$ cat src/deser_link_pkg.sv
// deserializer link geometry
`default_nettype none

package deser_link_pkg;

	// ------------------------------------------------
	// lane count and word size
	// ------------------------------------------------
	localparam int CHANNEL_NUM = 4;	// serial lanes sharing clk_io
	localparam int DESER_WIDTH = 6;	// bits per lane word, 2..8 sensible

	// phase counter needs to reach DESER_WIDTH-1
	localparam int PHASE_W = (DESER_WIDTH > 1) ? $clog2(DESER_WIDTH) : 1;

	// ------------------------------------------------
	// bit and channel order
	// ------------------------------------------------
	// first bit on the wire lands in word bit 0
	localparam bit SER_FIRST_LSB = 1'b1;
	// little: {ch3 ch2 ch1 ch0}, big: {ch0 ch1 ch2 ch3}
	localparam bit END_LITTLE = 1'b1;

	// ------------------------------------------------
	// types
	// ------------------------------------------------
	typedef logic [DESER_WIDTH-1:0] lane_word_t;	// one lane word

	// packed output, slot 0 in the low bits
	typedef lane_word_t [CHANNEL_NUM-1:0] data_bus_t;

	typedef logic [PHASE_W-1:0] phase_t;	// word phase, 0..DESER_WIDTH-1

endpackage

`default_nettype wire
$ cat src/deser_align_pkg.sv
// lock and alignment timing
`default_nettype none

package deser_align_pkg;

	// ------------------------------------------------
	// lock emulation
	// ------------------------------------------------
	localparam int LOCK_CYCLES = 16;	// rst_n release to lock high

	// counter only has to reach LOCK_CYCLES-1
	localparam int LOCK_CNT_W = (LOCK_CYCLES > 1) ? $clog2(LOCK_CYCLES) : 1;

	// recovered reset synchronizer depth, at least 2
	localparam int RESET_SYNC_STAGES = 2;

	// ------------------------------------------------
	// bitslip
	// ------------------------------------------------
	// last slip offset before it wraps back to 0
	localparam int SLIP_WRAP = deser_link_pkg::DESER_WIDTH - 1;

endpackage

`default_nettype wire

$ cat src/deser_timing_if.sv
// deserializer timing bundle
`default_nettype none
`timescale 1ns/1ps

interface deser_timing_if;

	import deser_link_pkg::*;

	// ------------------------------------------------
	// timing signals, all in the clk_io domain
	// ------------------------------------------------
	logic   serdesstrobe;	// one cycle per word, at phase 0
	phase_t phase;			// bit position within the word
	logic   lock;			// emulated pll lock
	logic   reset_recover;	// recovered reset, active high

	// clock controller side
	modport ctrl (
		output serdesstrobe,
		output phase,
		output lock,
		output reset_recover
	);

	// data path side, handed on to every lane
	modport data (
		input serdesstrobe,
		input phase,
		input lock,
		input reset_recover
	);

endinterface

`default_nettype wire

$ cat src/deserializer.sv
// source synchronous deserializer top
`default_nettype none
`timescale 1ns/1ps

module deserializer (
	// ------------------------------------------------
	// clock and reset
	// ------------------------------------------------
	input  logic clk_io,	// shared bit clock
	input  logic rst_n,		// sync, active low

	// ------------------------------------------------
	// serial side
	// ------------------------------------------------
	input  logic [deser_link_pkg::CHANNEL_NUM-1:0] data_in,	// one bit per lane
	input  logic [deser_link_pkg::CHANNEL_NUM-1:0] bitslip,	// per-lane slip pulse

	// ------------------------------------------------
	// recovered side
	// ------------------------------------------------
	output logic lock,			// emulated pll lock
	output logic reset_recover,	// high until lock has settled
	output logic [deser_link_pkg::CHANNEL_NUM*deser_link_pkg::DESER_WIDTH-1:0] data_recover,
	output logic data_valid		// one cycle per packed word
);

	// strobe, phase, lock and recovered reset between the halves
	deser_timing_if tim ();

	// lock counter, word phase and strobe
	deser_clock_ctrl deser_clock_ctrl_inst (
		.clk_io (clk_io),
		.rst_n  (rst_n),
		.tim    (tim)
	);

	// lanes plus packed output register
	deser_data deser_data_inst (
		.clk_io       (clk_io),
		.tim          (tim),
		.data_in      (data_in),
		.bitslip      (bitslip),
		.data_recover (data_recover),	// packed bus, same width as flat port
		.data_valid   (data_valid)
	);

	assign lock          = tim.lock;
	assign reset_recover = tim.reset_recover;

endmodule

`default_nettype wire

$ cat src/deser_data.sv
// multi-lane data path
`default_nettype none
`timescale 1ns/1ps

module deser_data (
	input  logic                                  clk_io,	// bit clock
	deser_timing_if.data                          tim,
	input  logic [deser_link_pkg::CHANNEL_NUM-1:0] data_in,	// one bit per lane
	input  logic [deser_link_pkg::CHANNEL_NUM-1:0] bitslip,	// one pulse per lane
	output deser_link_pkg::data_bus_t             data_recover,
	output logic                                  data_valid
);

	import deser_link_pkg::*;

	data_bus_t lane_bus;	// lane words already in output slot order
	data_bus_t data_q;
	logic      valid_q;

	// ------------------------------------------------
	// lanes
	// ------------------------------------------------
	for (genvar c = 0; c < CHANNEL_NUM; c++) begin : g_lane
		// little endian puts channel 0 in the low slot
		localparam int SLOT = END_LITTLE ? c : CHANNEL_NUM - 1 - c;

		deser_lane deser_lane_inst (
			.clk_io  (clk_io),
			.tim     (tim),
			.data_in (data_in[c]),
			.bitslip (bitslip[c]),
			.word    (lane_bus[SLOT])
		);
	end

	// ------------------------------------------------
	// output register
	// ------------------------------------------------
	always_ff @(posedge clk_io) begin
		if (tim.serdesstrobe)
			data_q <= lane_bus;	// all lanes released together
	end

	always_ff @(posedge clk_io) begin
		if (tim.reset_recover)
			valid_q <= 1'b0;
		else
			valid_q <= tim.serdesstrobe;	// one cycle behind strobe
	end

	assign data_recover = data_q;
	assign data_valid   = valid_q;

	// ------------------------------------------------
	// checks
	// ------------------------------------------------
	a_valid_after_strobe : assert property (@(posedge clk_io)
		data_valid |-> $past(tim.serdesstrobe))
		else $error("data_valid without a preceding strobe");

endmodule

`default_nettype wire

$ cat src/deser_lane.sv
// single lane deserializer
`default_nettype none
`timescale 1ns/1ps

module deser_lane (
	input  logic                    clk_io,		// bit clock
	deser_timing_if.data            tim,
	input  logic                    data_in,	// serial bit, sampled every edge
	input  logic                    bitslip,	// one cycle pulse
	output deser_link_pkg::lane_word_t word		// aligned word hold
);

	import deser_link_pkg::*;
	import deser_align_pkg::*;

	lane_word_t shift_q;	// last DESER_WIDTH bits received
	lane_word_t hold_q;
	phase_t     slip_ofs;	// phase at which the boundary falls

	// ------------------------------------------------
	// serial capture
	// ------------------------------------------------
	// lsb first: new bit enters on top and walks down to bit 0
	always_ff @(posedge clk_io) begin
		if (SER_FIRST_LSB)
			shift_q <= {data_in, shift_q[DESER_WIDTH-1:1]};
		else
			shift_q <= {shift_q[DESER_WIDTH-2:0], data_in};	// msb first
	end

	// ------------------------------------------------
	// bitslip
	// ------------------------------------------------
	// each pulse pushes the boundary one bit later
	always_ff @(posedge clk_io) begin
		if (tim.reset_recover) begin
			slip_ofs <= '0;
		end else if (bitslip) begin
			if (slip_ofs == PHASE_W'(SLIP_WRAP))
				slip_ofs <= '0;	// full word of slips, back to start
			else
				slip_ofs <= slip_ofs + 1'b1;
		end
	end

	// ------------------------------------------------
	// word hold
	// ------------------------------------------------
	// at phase == offset the register holds a complete word
	// starting at the bit sampled on phase == offset one word ago
	always_ff @(posedge clk_io) begin
		if (tim.phase == slip_ofs)
			hold_q <= shift_q;
	end

	assign word = hold_q;

	// slips are only meaningful once the link is running
	a_no_slip_in_reset : assert property (@(posedge clk_io)
		tim.reset_recover |-> !bitslip)
		else $error("bitslip pulsed during reset_recover");

endmodule

`default_nettype wire

$ cat src/deser_clock_ctrl.sv
// deserializer clock controller
`default_nettype none
`timescale 1ns/1ps

module deser_clock_ctrl (
	input  logic        clk_io,	// bit clock
	input  logic        rst_n,	// sync, active low
	deser_timing_if.ctrl tim
);

	import deser_link_pkg::*;
	import deser_align_pkg::*;

	logic [LOCK_CNT_W-1:0]        lock_cnt;	// cycles since reset release
	logic                         lock_q;
	logic [RESET_SYNC_STAGES-1:0] rst_sync;	// shifts in !lock
	phase_t                       phase_q;
	logic                         strobe_q;

	// ------------------------------------------------
	// lock emulation
	// ------------------------------------------------
	// lock goes high after LOCK_CYCLES edges with rst_n high
	always_ff @(posedge clk_io) begin
		if (!rst_n) begin
			lock_cnt <= '0;
			lock_q   <= 1'b0;
		end else if (!lock_q) begin
			if (lock_cnt == LOCK_CNT_W'(LOCK_CYCLES - 1))
				lock_q <= 1'b1;	// sticky until next reset
			else
				lock_cnt <= lock_cnt + 1'b1;
		end
	end

	// recovered reset, released RESET_SYNC_STAGES cycles after lock
	always_ff @(posedge clk_io) begin
		if (!rst_n)
			rst_sync <= '1;
		else
			rst_sync <= {rst_sync[RESET_SYNC_STAGES-2:0], ~lock_q};
	end

	// ------------------------------------------------
	// word phase and strobe
	// ------------------------------------------------
	always_ff @(posedge clk_io) begin
		if (!rst_n || tim.reset_recover) begin
			phase_q  <= '0;	// parked at 0 until out of reset
			strobe_q <= 1'b0;
		end else begin
			if (phase_q == PHASE_W'(DESER_WIDTH - 1))
				phase_q <= '0;
			else
				phase_q <= phase_q + 1'b1;
			// lands high exactly when phase wraps to 0
			strobe_q <= (phase_q == PHASE_W'(DESER_WIDTH - 1));
		end
	end

	assign tim.lock          = lock_q;
	assign tim.reset_recover = rst_sync[RESET_SYNC_STAGES-1];
	assign tim.phase         = phase_q;
	assign tim.serdesstrobe  = strobe_q;

	// ------------------------------------------------
	// checks
	// ------------------------------------------------
	// first strobe comes a full word after reset_recover drops
	a_no_strobe_in_reset : assert property (@(posedge clk_io)
		tim.reset_recover |-> !tim.serdesstrobe)
		else $error("serdesstrobe fired during reset_recover");

	// lock is sticky, only rst_n may clear it
	a_lock_sticky : assert property (@(posedge clk_io)
		$fell(tim.lock) |-> !$past(rst_n))
		else $error("lock fell without rst_n low");

endmodule

`default_nettype wire

$ cat config.mk
export PLATFORM = sky130hd
export DESIGN_NAME = deserializer
export DESIGN_NICKNAME = d
export VERILOG_FILES = /design/src/deser_link_pkg.sv /design/src/deser_align_pkg.sv /design/src/deser_timing_if.sv /design/src/deserializer.sv /design/src/deser_data.sv /design/src/deser_lane.sv /design/src/deser_clock_ctrl.sv
export SDC_FILE = /design/constraint.sdc
export NUM_CORES = 1
export LEC_CHECK = 0
export ABC_CLOCK_PERIOD_IN_PS = 1900
export BUFFER_PORTS_ARGS = -buffer_cell sky130_fd_sc_hd__buf_2
export CORE_ASPECT_RATIO = 0.8
export CORE_MARGIN = 4
export CORE_UTILIZATION = 45
export DETAILED_ROUTE_END_ITERATION = 10
export PLACE_DENSITY = 0.66
export SLEW_MARGIN = 20
export SYNTH_ARGS = -nofsm -noshare
export SYNTH_HDL_FRONTEND = slang
export SYNTH_SLANG_ARGS = --single-unit
$ cat constraint.sdc
create_clock -name clk_io -period 1.9 [get_ports clk_io]
set_input_delay 0.095 -clock clk_io [delete_from_list [all_inputs] [get_ports clk_io]]
set_output_delay 0.095 -clock clk_io [all_outputs]
set_load 0.02 [all_outputs]
* Yosys cells after proc, flatten, opt, wreduce, memory -nomap -nowiden
Cells that the tools add are included.
** Storage, ports and cells
- Memories kept :: 0
- Flip-flop bits (word level) :: 96
- Bits in latches :: 0
- Memory bits (writable) :: 0
- Bits in read-only memories :: 0
** Operators by class
- $add $sub $neg :: 6
- Shifts and indexed selects :: 0
- Bitwise logic cells :: 2
- Reduce and logical (&&, ||, !) cells :: 4
- Mux-type cells :: 6
- Div/mod/pow operators :: 0
- Equal/unequal tests :: 10
- Multiply operators :: 0
- $lt $le $gt $ge :: 0
** Operator list (count)
- $add A3 B1 Y3 const B :: 5
- $eq A3 B3 Y1 const B :: 5
- $eq A3 B3 Y1 :: 4
- $mux W3 :: 4
- $add A4 B1 Y4 const B :: 1
- $eq A4 B4 Y1 const B :: 1
- $mux W1 :: 2
- $not A1 Y1 :: 2
- $reduce_and A2 Y1 :: 1
- $reduce_or A2 Y1 :: 1
- $logic_not A1 Y1 :: 1
- $logic_or A1 B1 Y1 :: 1

* Longest topological paths before layout
- Depth after elaboration :: 3
- Mapped depth :: 6
- Gate-level depth less buffers :: 5

* Hierarchy
From an unflattened synthesis, not the netlist that was laid out.
** Unflattened totals
- Cells, all modules :: 176
- Area, all modules :: 3002.9 um2
** Modules (own cells, without submodules)
- deser_lane :: cells each 27, area each 459.2 um2, instances 4
- deser_data :: cells each 26, area each 754.5 um2, instances 1
- deser_clock_ctrl :: cells each 42, area each 411.6 um2, instances 1

* Least setup slack after synthesis
Ideal clock, no wire load.
- Path type :: reg2reg
- Start point :: register deser_clock_ctrl_inst.phase_q[0] (netlist: deser_clock_ctrl_inst.tim.phase[0])
- End point :: register deser_data_inst.g_lane[1].deser_lane_inst.hold_q[0] (enable)
- Path buffers :: 1
- Slack :: 0.405 ns
- Setup time :: 0.377 ns
- Stages on the path, launching flop included :: 4
- Arrival time :: 1.118 ns
- Clock period less this slack :: 1.495 ns
- Required time :: 1.523 ns
- Cell sequence :: dfxtp_1 buf_2 xor2_1 nor3_1
** Between the ends
- Cells in the longest elaborated chain, start to end :: 1
** RTL lines
- start: declaration :: RTL line deser_clock_ctrl.sv:17 : phase_t phase_q;
- start signal: assignment :: RTL line deser_clock_ctrl.sv:55 : phase_q <= phase_q + 1'b1;
- $eq A3 B3 Y1 :: RTL line deser_lane.sv:52 : if (tim.phase == slip_ofs)
- end signal: assignment :: RTL line deser_lane.sv:53 : hold_q <= shift_q;
- end: declaration :: RTL line deser_lane.sv:17 : lane_word_t hold_q;
Every way passes these cells.
A chain may end at the register's enable or synchronous reset.

* Final worst setup path
- Start point :: register deser_clock_ctrl_inst.phase_q[0] (netlist: deser_clock_ctrl_inst.tim.phase[0])
- End point :: register deser_data_inst.g_lane[3].deser_lane_inst.hold_q[5] (enable)
** Between the ends
- Cells in the longest elaborated chain, start to end :: 1
** RTL lines (RTL line)
- $eq A3 B3 Y1 :: deser_lane.sv:52
- end signal: assignment :: deser_lane.sv:53
- end: declaration :: deser_lane.sv:17
Every way passes these cells.

==> impl_metrics.prom <==
# TYPE chip_impl_metric gauge
chip_impl_metric{name="clkLatencyLatePin",unit="ns"} 0.36
chip_impl_metric{name="synthesis.area",unit="um^2"} 2970
chip_impl_metric{name="maximum_number_of_pins_on_one_net_before_global_route_repair",unit=""} 26
chip_impl_metric{name="detail-route-antenna-nets",unit=""} 0
chip_impl_metric{name="fin_crit_sh",unit="%"} 68.1
chip_impl_metric{name="floorplan.die_area",unit="um^2"} 7970
chip_impl_metric{name="detail_route.vias_per_cell",unit=""} 4.39
chip_impl_metric{name="dp_hpwl",unit="mm"} 2.43
chip_impl_metric{name="layout_setup_ws",unit="ns"} 0.607
chip_impl_metric{name="drt_first_pass_iters",unit=""} 4
chip_impl_info{name="end_kind",value="flop"} 1
chip_impl_info{name="grt_setup_unrepaired",value="no"} 1
chip_impl_metric{name="max_stage_delay",unit="ns"} 0.52
chip_impl_metric{name="floorplan.initialDensity",unit="%"} 46.3
chip_impl_metric{name="syn-num-nets",unit=""} 197
chip_impl_metric{name="wl",unit="mm"} 3.73
chip_impl_metric{name="synthToLayoutAreaGrowth",unit="%"} 20.4
chip_impl_info{name="critPathKind",value="flop to flop"} 1
chip_impl_metric{name="fill_cells",unit=""} 524
chip_impl_metric{name="maxSlewViolCount",unit=""} 0
chip_impl_info{name="tritoncts",value="done"} 1
chip_impl_metric{name="grt_overflow",unit=""} 0
chip_impl_metric{name="post_synth_num_cell_types",unit=""} 25
chip_impl_metric{name="slew_headroom",unit="%"} 78.2
chip_impl_metric{name="detailedRoute.firstIterationViolations",unit=""} 56
chip_impl_info{name="reg_to_reg_critical_path_startpoint",value="deser_clock_ctrl_inst.tim.phase[0]"} 1
chip_impl_metric{name="vdd_ir_drop_max",unit="mV"} 0.433
chip_impl_metric{name="depth_of_the_worst_hold_timing_path",unit=""} 3
chip_impl_metric{name="first_global_vias",unit=""} 1357
chip_impl_metric{name="multi_input_comb_area",unit="um^2"} 536
chip_impl_info{name="timing.critical_path.from_type",value="flop"} 1
chip_impl_metric{name="required_time_worst_endpoint",unit="ns"} 1.97
chip_impl_metric{name="place_worst_setup_slack",unit="ns"} 0.594
chip_impl_info{name="path_cells",value="xor2_1, nor3_1, buf_4"} 1
chip_impl_metric{name="buf_inv_on_cp",unit=""} 1
chip_impl_metric{name="synthesis.yosys.warnings",unit=""} 0
chip_impl_metric{name="total_inserted_antenna_cells",unit=""} 0
chip_impl_metric{name="final_period_minus_worst_setup_slack",unit="ns"} 1.29
chip_impl_metric{name="reg2reg_setup_slack",unit="ns"} 0.61
chip_impl_info{name="layout.cells.most_common_list",value="dfxtp_1, edfxtp_1, buf_2"} 1
chip_impl_metric{name="antenna_violations_before_repair",unit=""} 0
chip_impl_metric{name="timing.final.hold_violations",unit=""} 0
chip_impl_metric{name="synth_seq_area_share",unit="%"} 80.9
chip_impl_metric{name="placementRows",unit=""} 26
chip_impl_metric{name="grt_first_pass_wirelength",unit="mm"} 6.36
chip_impl_metric{name="gp_congestion",unit=""} 0.701
chip_impl_metric{name="worstPathArrival",unit="ns"} 1.37
chip_impl_info{name="status",value="finished clean"} 1
chip_impl_metric{name="worst_clock_skew",unit="ns"} 0.00982
chip_impl_metric{name="clock_tree.htree_level_count",unit=""} 3
chip_impl_metric{name="power.static_leakage",unit="nW"} 1.43
chip_impl_metric{name="grt_util_all_layers",unit="%"} 10.9
chip_impl_info{name="critical-path-slowest-cell",value="dfxtp_1"} 1
chip_impl_metric{name="clk_pin_slew_worst_paths",unit="ns"} 0.09
chip_impl_metric{name="inserted_clock_buffers",unit=""} 9
chip_impl_metric{name="cts_sinks",unit=""} 96
chip_impl_metric{name="avgSynthCellArea",unit="um^2"} 16.1
chip_impl_metric{name="placement.io_buffers",unit=""} 36
chip_impl_metric{name="area_of_the_core",unit="um^2"} 6410
chip_impl_info{name="hp-start",value="bitslip[2]"} 1
chip_impl_metric{name="post_route_setup_tns",unit="ns"} 0
chip_impl_info{name="rr_endpoint",value="deser_data_inst.g_lane[3].deser_lane_inst.word[5]"} 1
chip_impl_metric{name="report.final.setup_viol",unit=""} 0
chip_impl_metric{name="drc",unit=""} 0
chip_impl_metric{name="die_width",unit="um"} 98.8
chip_impl_info{name="timing.critical_path.max_delay_family",value="flip-flops"} 1
chip_impl_metric{name="power_density",unit="nW/um^2"} 1040
chip_impl_metric{name="synthesis.instances",unit=""} 184
chip_impl_metric{name="seqCellArea",unit="um^2"} 2400
chip_impl_metric{name="cp_max_fo",unit=""} 7
chip_impl_metric{name="ff2ff_path_depth",unit=""} 3
chip_impl_metric{name="drive_gt1_share",unit="%"} 23.7
chip_impl_metric{name="chipHeight",unit="um"} 80.7
chip_impl_metric{name="design.portCount",unit=""} 37
chip_impl_metric{name="nets",unit=""} 253
chip_impl_info{name="worst_hold_path_type",value="input port to flop"} 1
chip_impl_metric{name="per_cell_routed_wire_length",unit="um"} 11.3
chip_impl_metric{name="clk_buf_depth",unit=""} 2
chip_impl_metric{name="cap_violations",unit=""} 0
chip_impl_metric{name="maxClockFrequency",unit="MHz"} 773
chip_impl_info{name="cts_root_buffer",value="clkbuf_8"} 1
chip_impl_metric{name="route.vias.total",unit=""} 1443
chip_impl_metric{name="synth.ff_latch_count",unit=""} 96
chip_impl_metric{name="timing_worst_slew_pin_value",unit="ns"} 0.326
## synthesized netlist by cell type, drive strengths merged
library cell   n  area [um^2]
o21ai          1         5.00
nor2          17         63.8
nand4          1         6.26
nand3          1         5.00
edfxtp        48         1440
inv            2         7.51
nand4b         4         35.0
nor4bb         1         10.0
nor3b          1         7.51
mux2i          6         60.1
nand2         12         45.0
xor2          13          114
buf            3         15.0
xnor2          4         35.0
a31oi          1         21.3
dfxtp         48          961
nand2b         4         25.0
and2           1         6.26
clkbuf         2         8.75
and2b          1         7.51
nor3           4         20.0
ha             3         37.5
a21oi          5         25.0
nor2b          1         6.26
## cells by family (layout without fill, tap and decap cells)
family	after synthesis	count (layout)	synth area share [%]
AO/OA/AOI/OAI	7	7	1.73
flip-flops	96	96	80.9
XOR/XNOR	17	17	5.01
buffers and inverters	7	68	1.05
AND/OR/NAND/NOR	48	48	8.01
adder cells (fa/ha/maj)	3	3	1.26
multiplexers	6	6	2.02
## metal layers
layer	global-route usage, %	vias up	part of all wire, %
li1	-	746	-
met1	12.3	656	46
met2	16.3	28	44
met3	5.56	13	6.5
met4	7.37	0	3.1
met5	0	-	0
## power breakdown
| part | internal (mW) | switching [mW] |
|---|---|---|
| clock | 0.753 | 0.667 |
| combinational | 0.0270 | 0.0165 |
| sequential | 2.23 | 0.0217 |
| total | 3.01 | 0.705 |
## worst max-delay path by stage
stage / from / cells after the start / end / slack [ns]
finish: deser_clock_ctrl_inst.tim.phase[0] / 3 / deser_data_inst.g_lane[3].deser_lane_inst.word[5] / 0.61
global route: deser_clock_ctrl_inst.rst_sync[1] / 2 / reset_recover / 0.50
CTS: deser_clock_ctrl_inst.rst_sync[1] / 2 / reset_recover / 0.56
detailed placement: deser_clock_ctrl_inst.tim.phase[0] / 3 / deser_data_inst.g_lane[3].deser_lane_inst.word[2] / 0.59
global placement: deser_clock_ctrl_inst.tim.phase[0] / 3 / deser_data_inst.g_lane[3].deser_lane_inst.word[0] / 0.61
floorplan: deser_clock_ctrl_inst.tim.phase[0] / 3 / deser_data_inst.g_lane[1].deser_lane_inst.word[0] / 0.40
## flip-flops by register name, indices dropped and copies added, names as in the netlist
| name | count |
|---|---|
| deser_data_inst.data_recover | 24 |
| deser_data_inst.g_lane.deser_lane_inst.shift_q | 24 |
| deser_data_inst.g_lane.deser_lane_inst.word | 24 |
| deser_data_inst.g_lane.deser_lane_inst.slip_ofs | 12 |
| deser_clock_ctrl_inst.lock_cnt | 4 |
| deser_clock_ctrl_inst.tim.phase | 3 |
| deser_clock_ctrl_inst.rst_sync | 2 |
| deser_clock_ctrl_inst.tim.lock | 1 |
| deser_clock_ctrl_inst.tim.serdesstrobe | 1 |
| deser_data_inst.data_valid | 1 |
## tightest hold or removal path: stages
cell,delay (ns)
buf_2,0.11
xnor2_1,0.07
nor2_1,0.07
## metrics by stage
| stage | power (mW) | cells | utilization [%] | hold WS [ns] | area, um^2 |
|---|---|---|---|---|---|
| 3_5_place_dp | 2.33 | 305 | 51.1 | 0.199 | 3280 |
| 6_report | 3.71 | 329 | 55.8 | 0.0345 | 3580 |
| 2_1_floorplan | 2.31 | 184 | - | 0.123 | 2970 |
| 5_1_grt | 3.88 | 329 | 55.8 | 0.0344 | 3580 |
| 3_3_place_gp | 2.32 | 305 | 51.1 | 0.197 | 3280 |
| 4_1_cts | 3.77 | 329 | 55.8 | 0.0160 | 3580 |
## cell type report
type	instances	area share, %
Tap cell	84	2.94
Clock inverter	6	2.59
Multi-Input combinational cell	81	15.0
Inverter	2	0.210
Timing Repair Buffer	50	8.54
Sequential cell	96	67.2
Clock buffer	10	3.57
## repair_timing
item                                    CTS  global route
resized for setup                         0             0
hold buffers                              8             0
setup buffers                             0             0
endpoints found under the setup margin    0             0
hold endpoints to repair                  9             0
(Power assumes the default switching activity.)
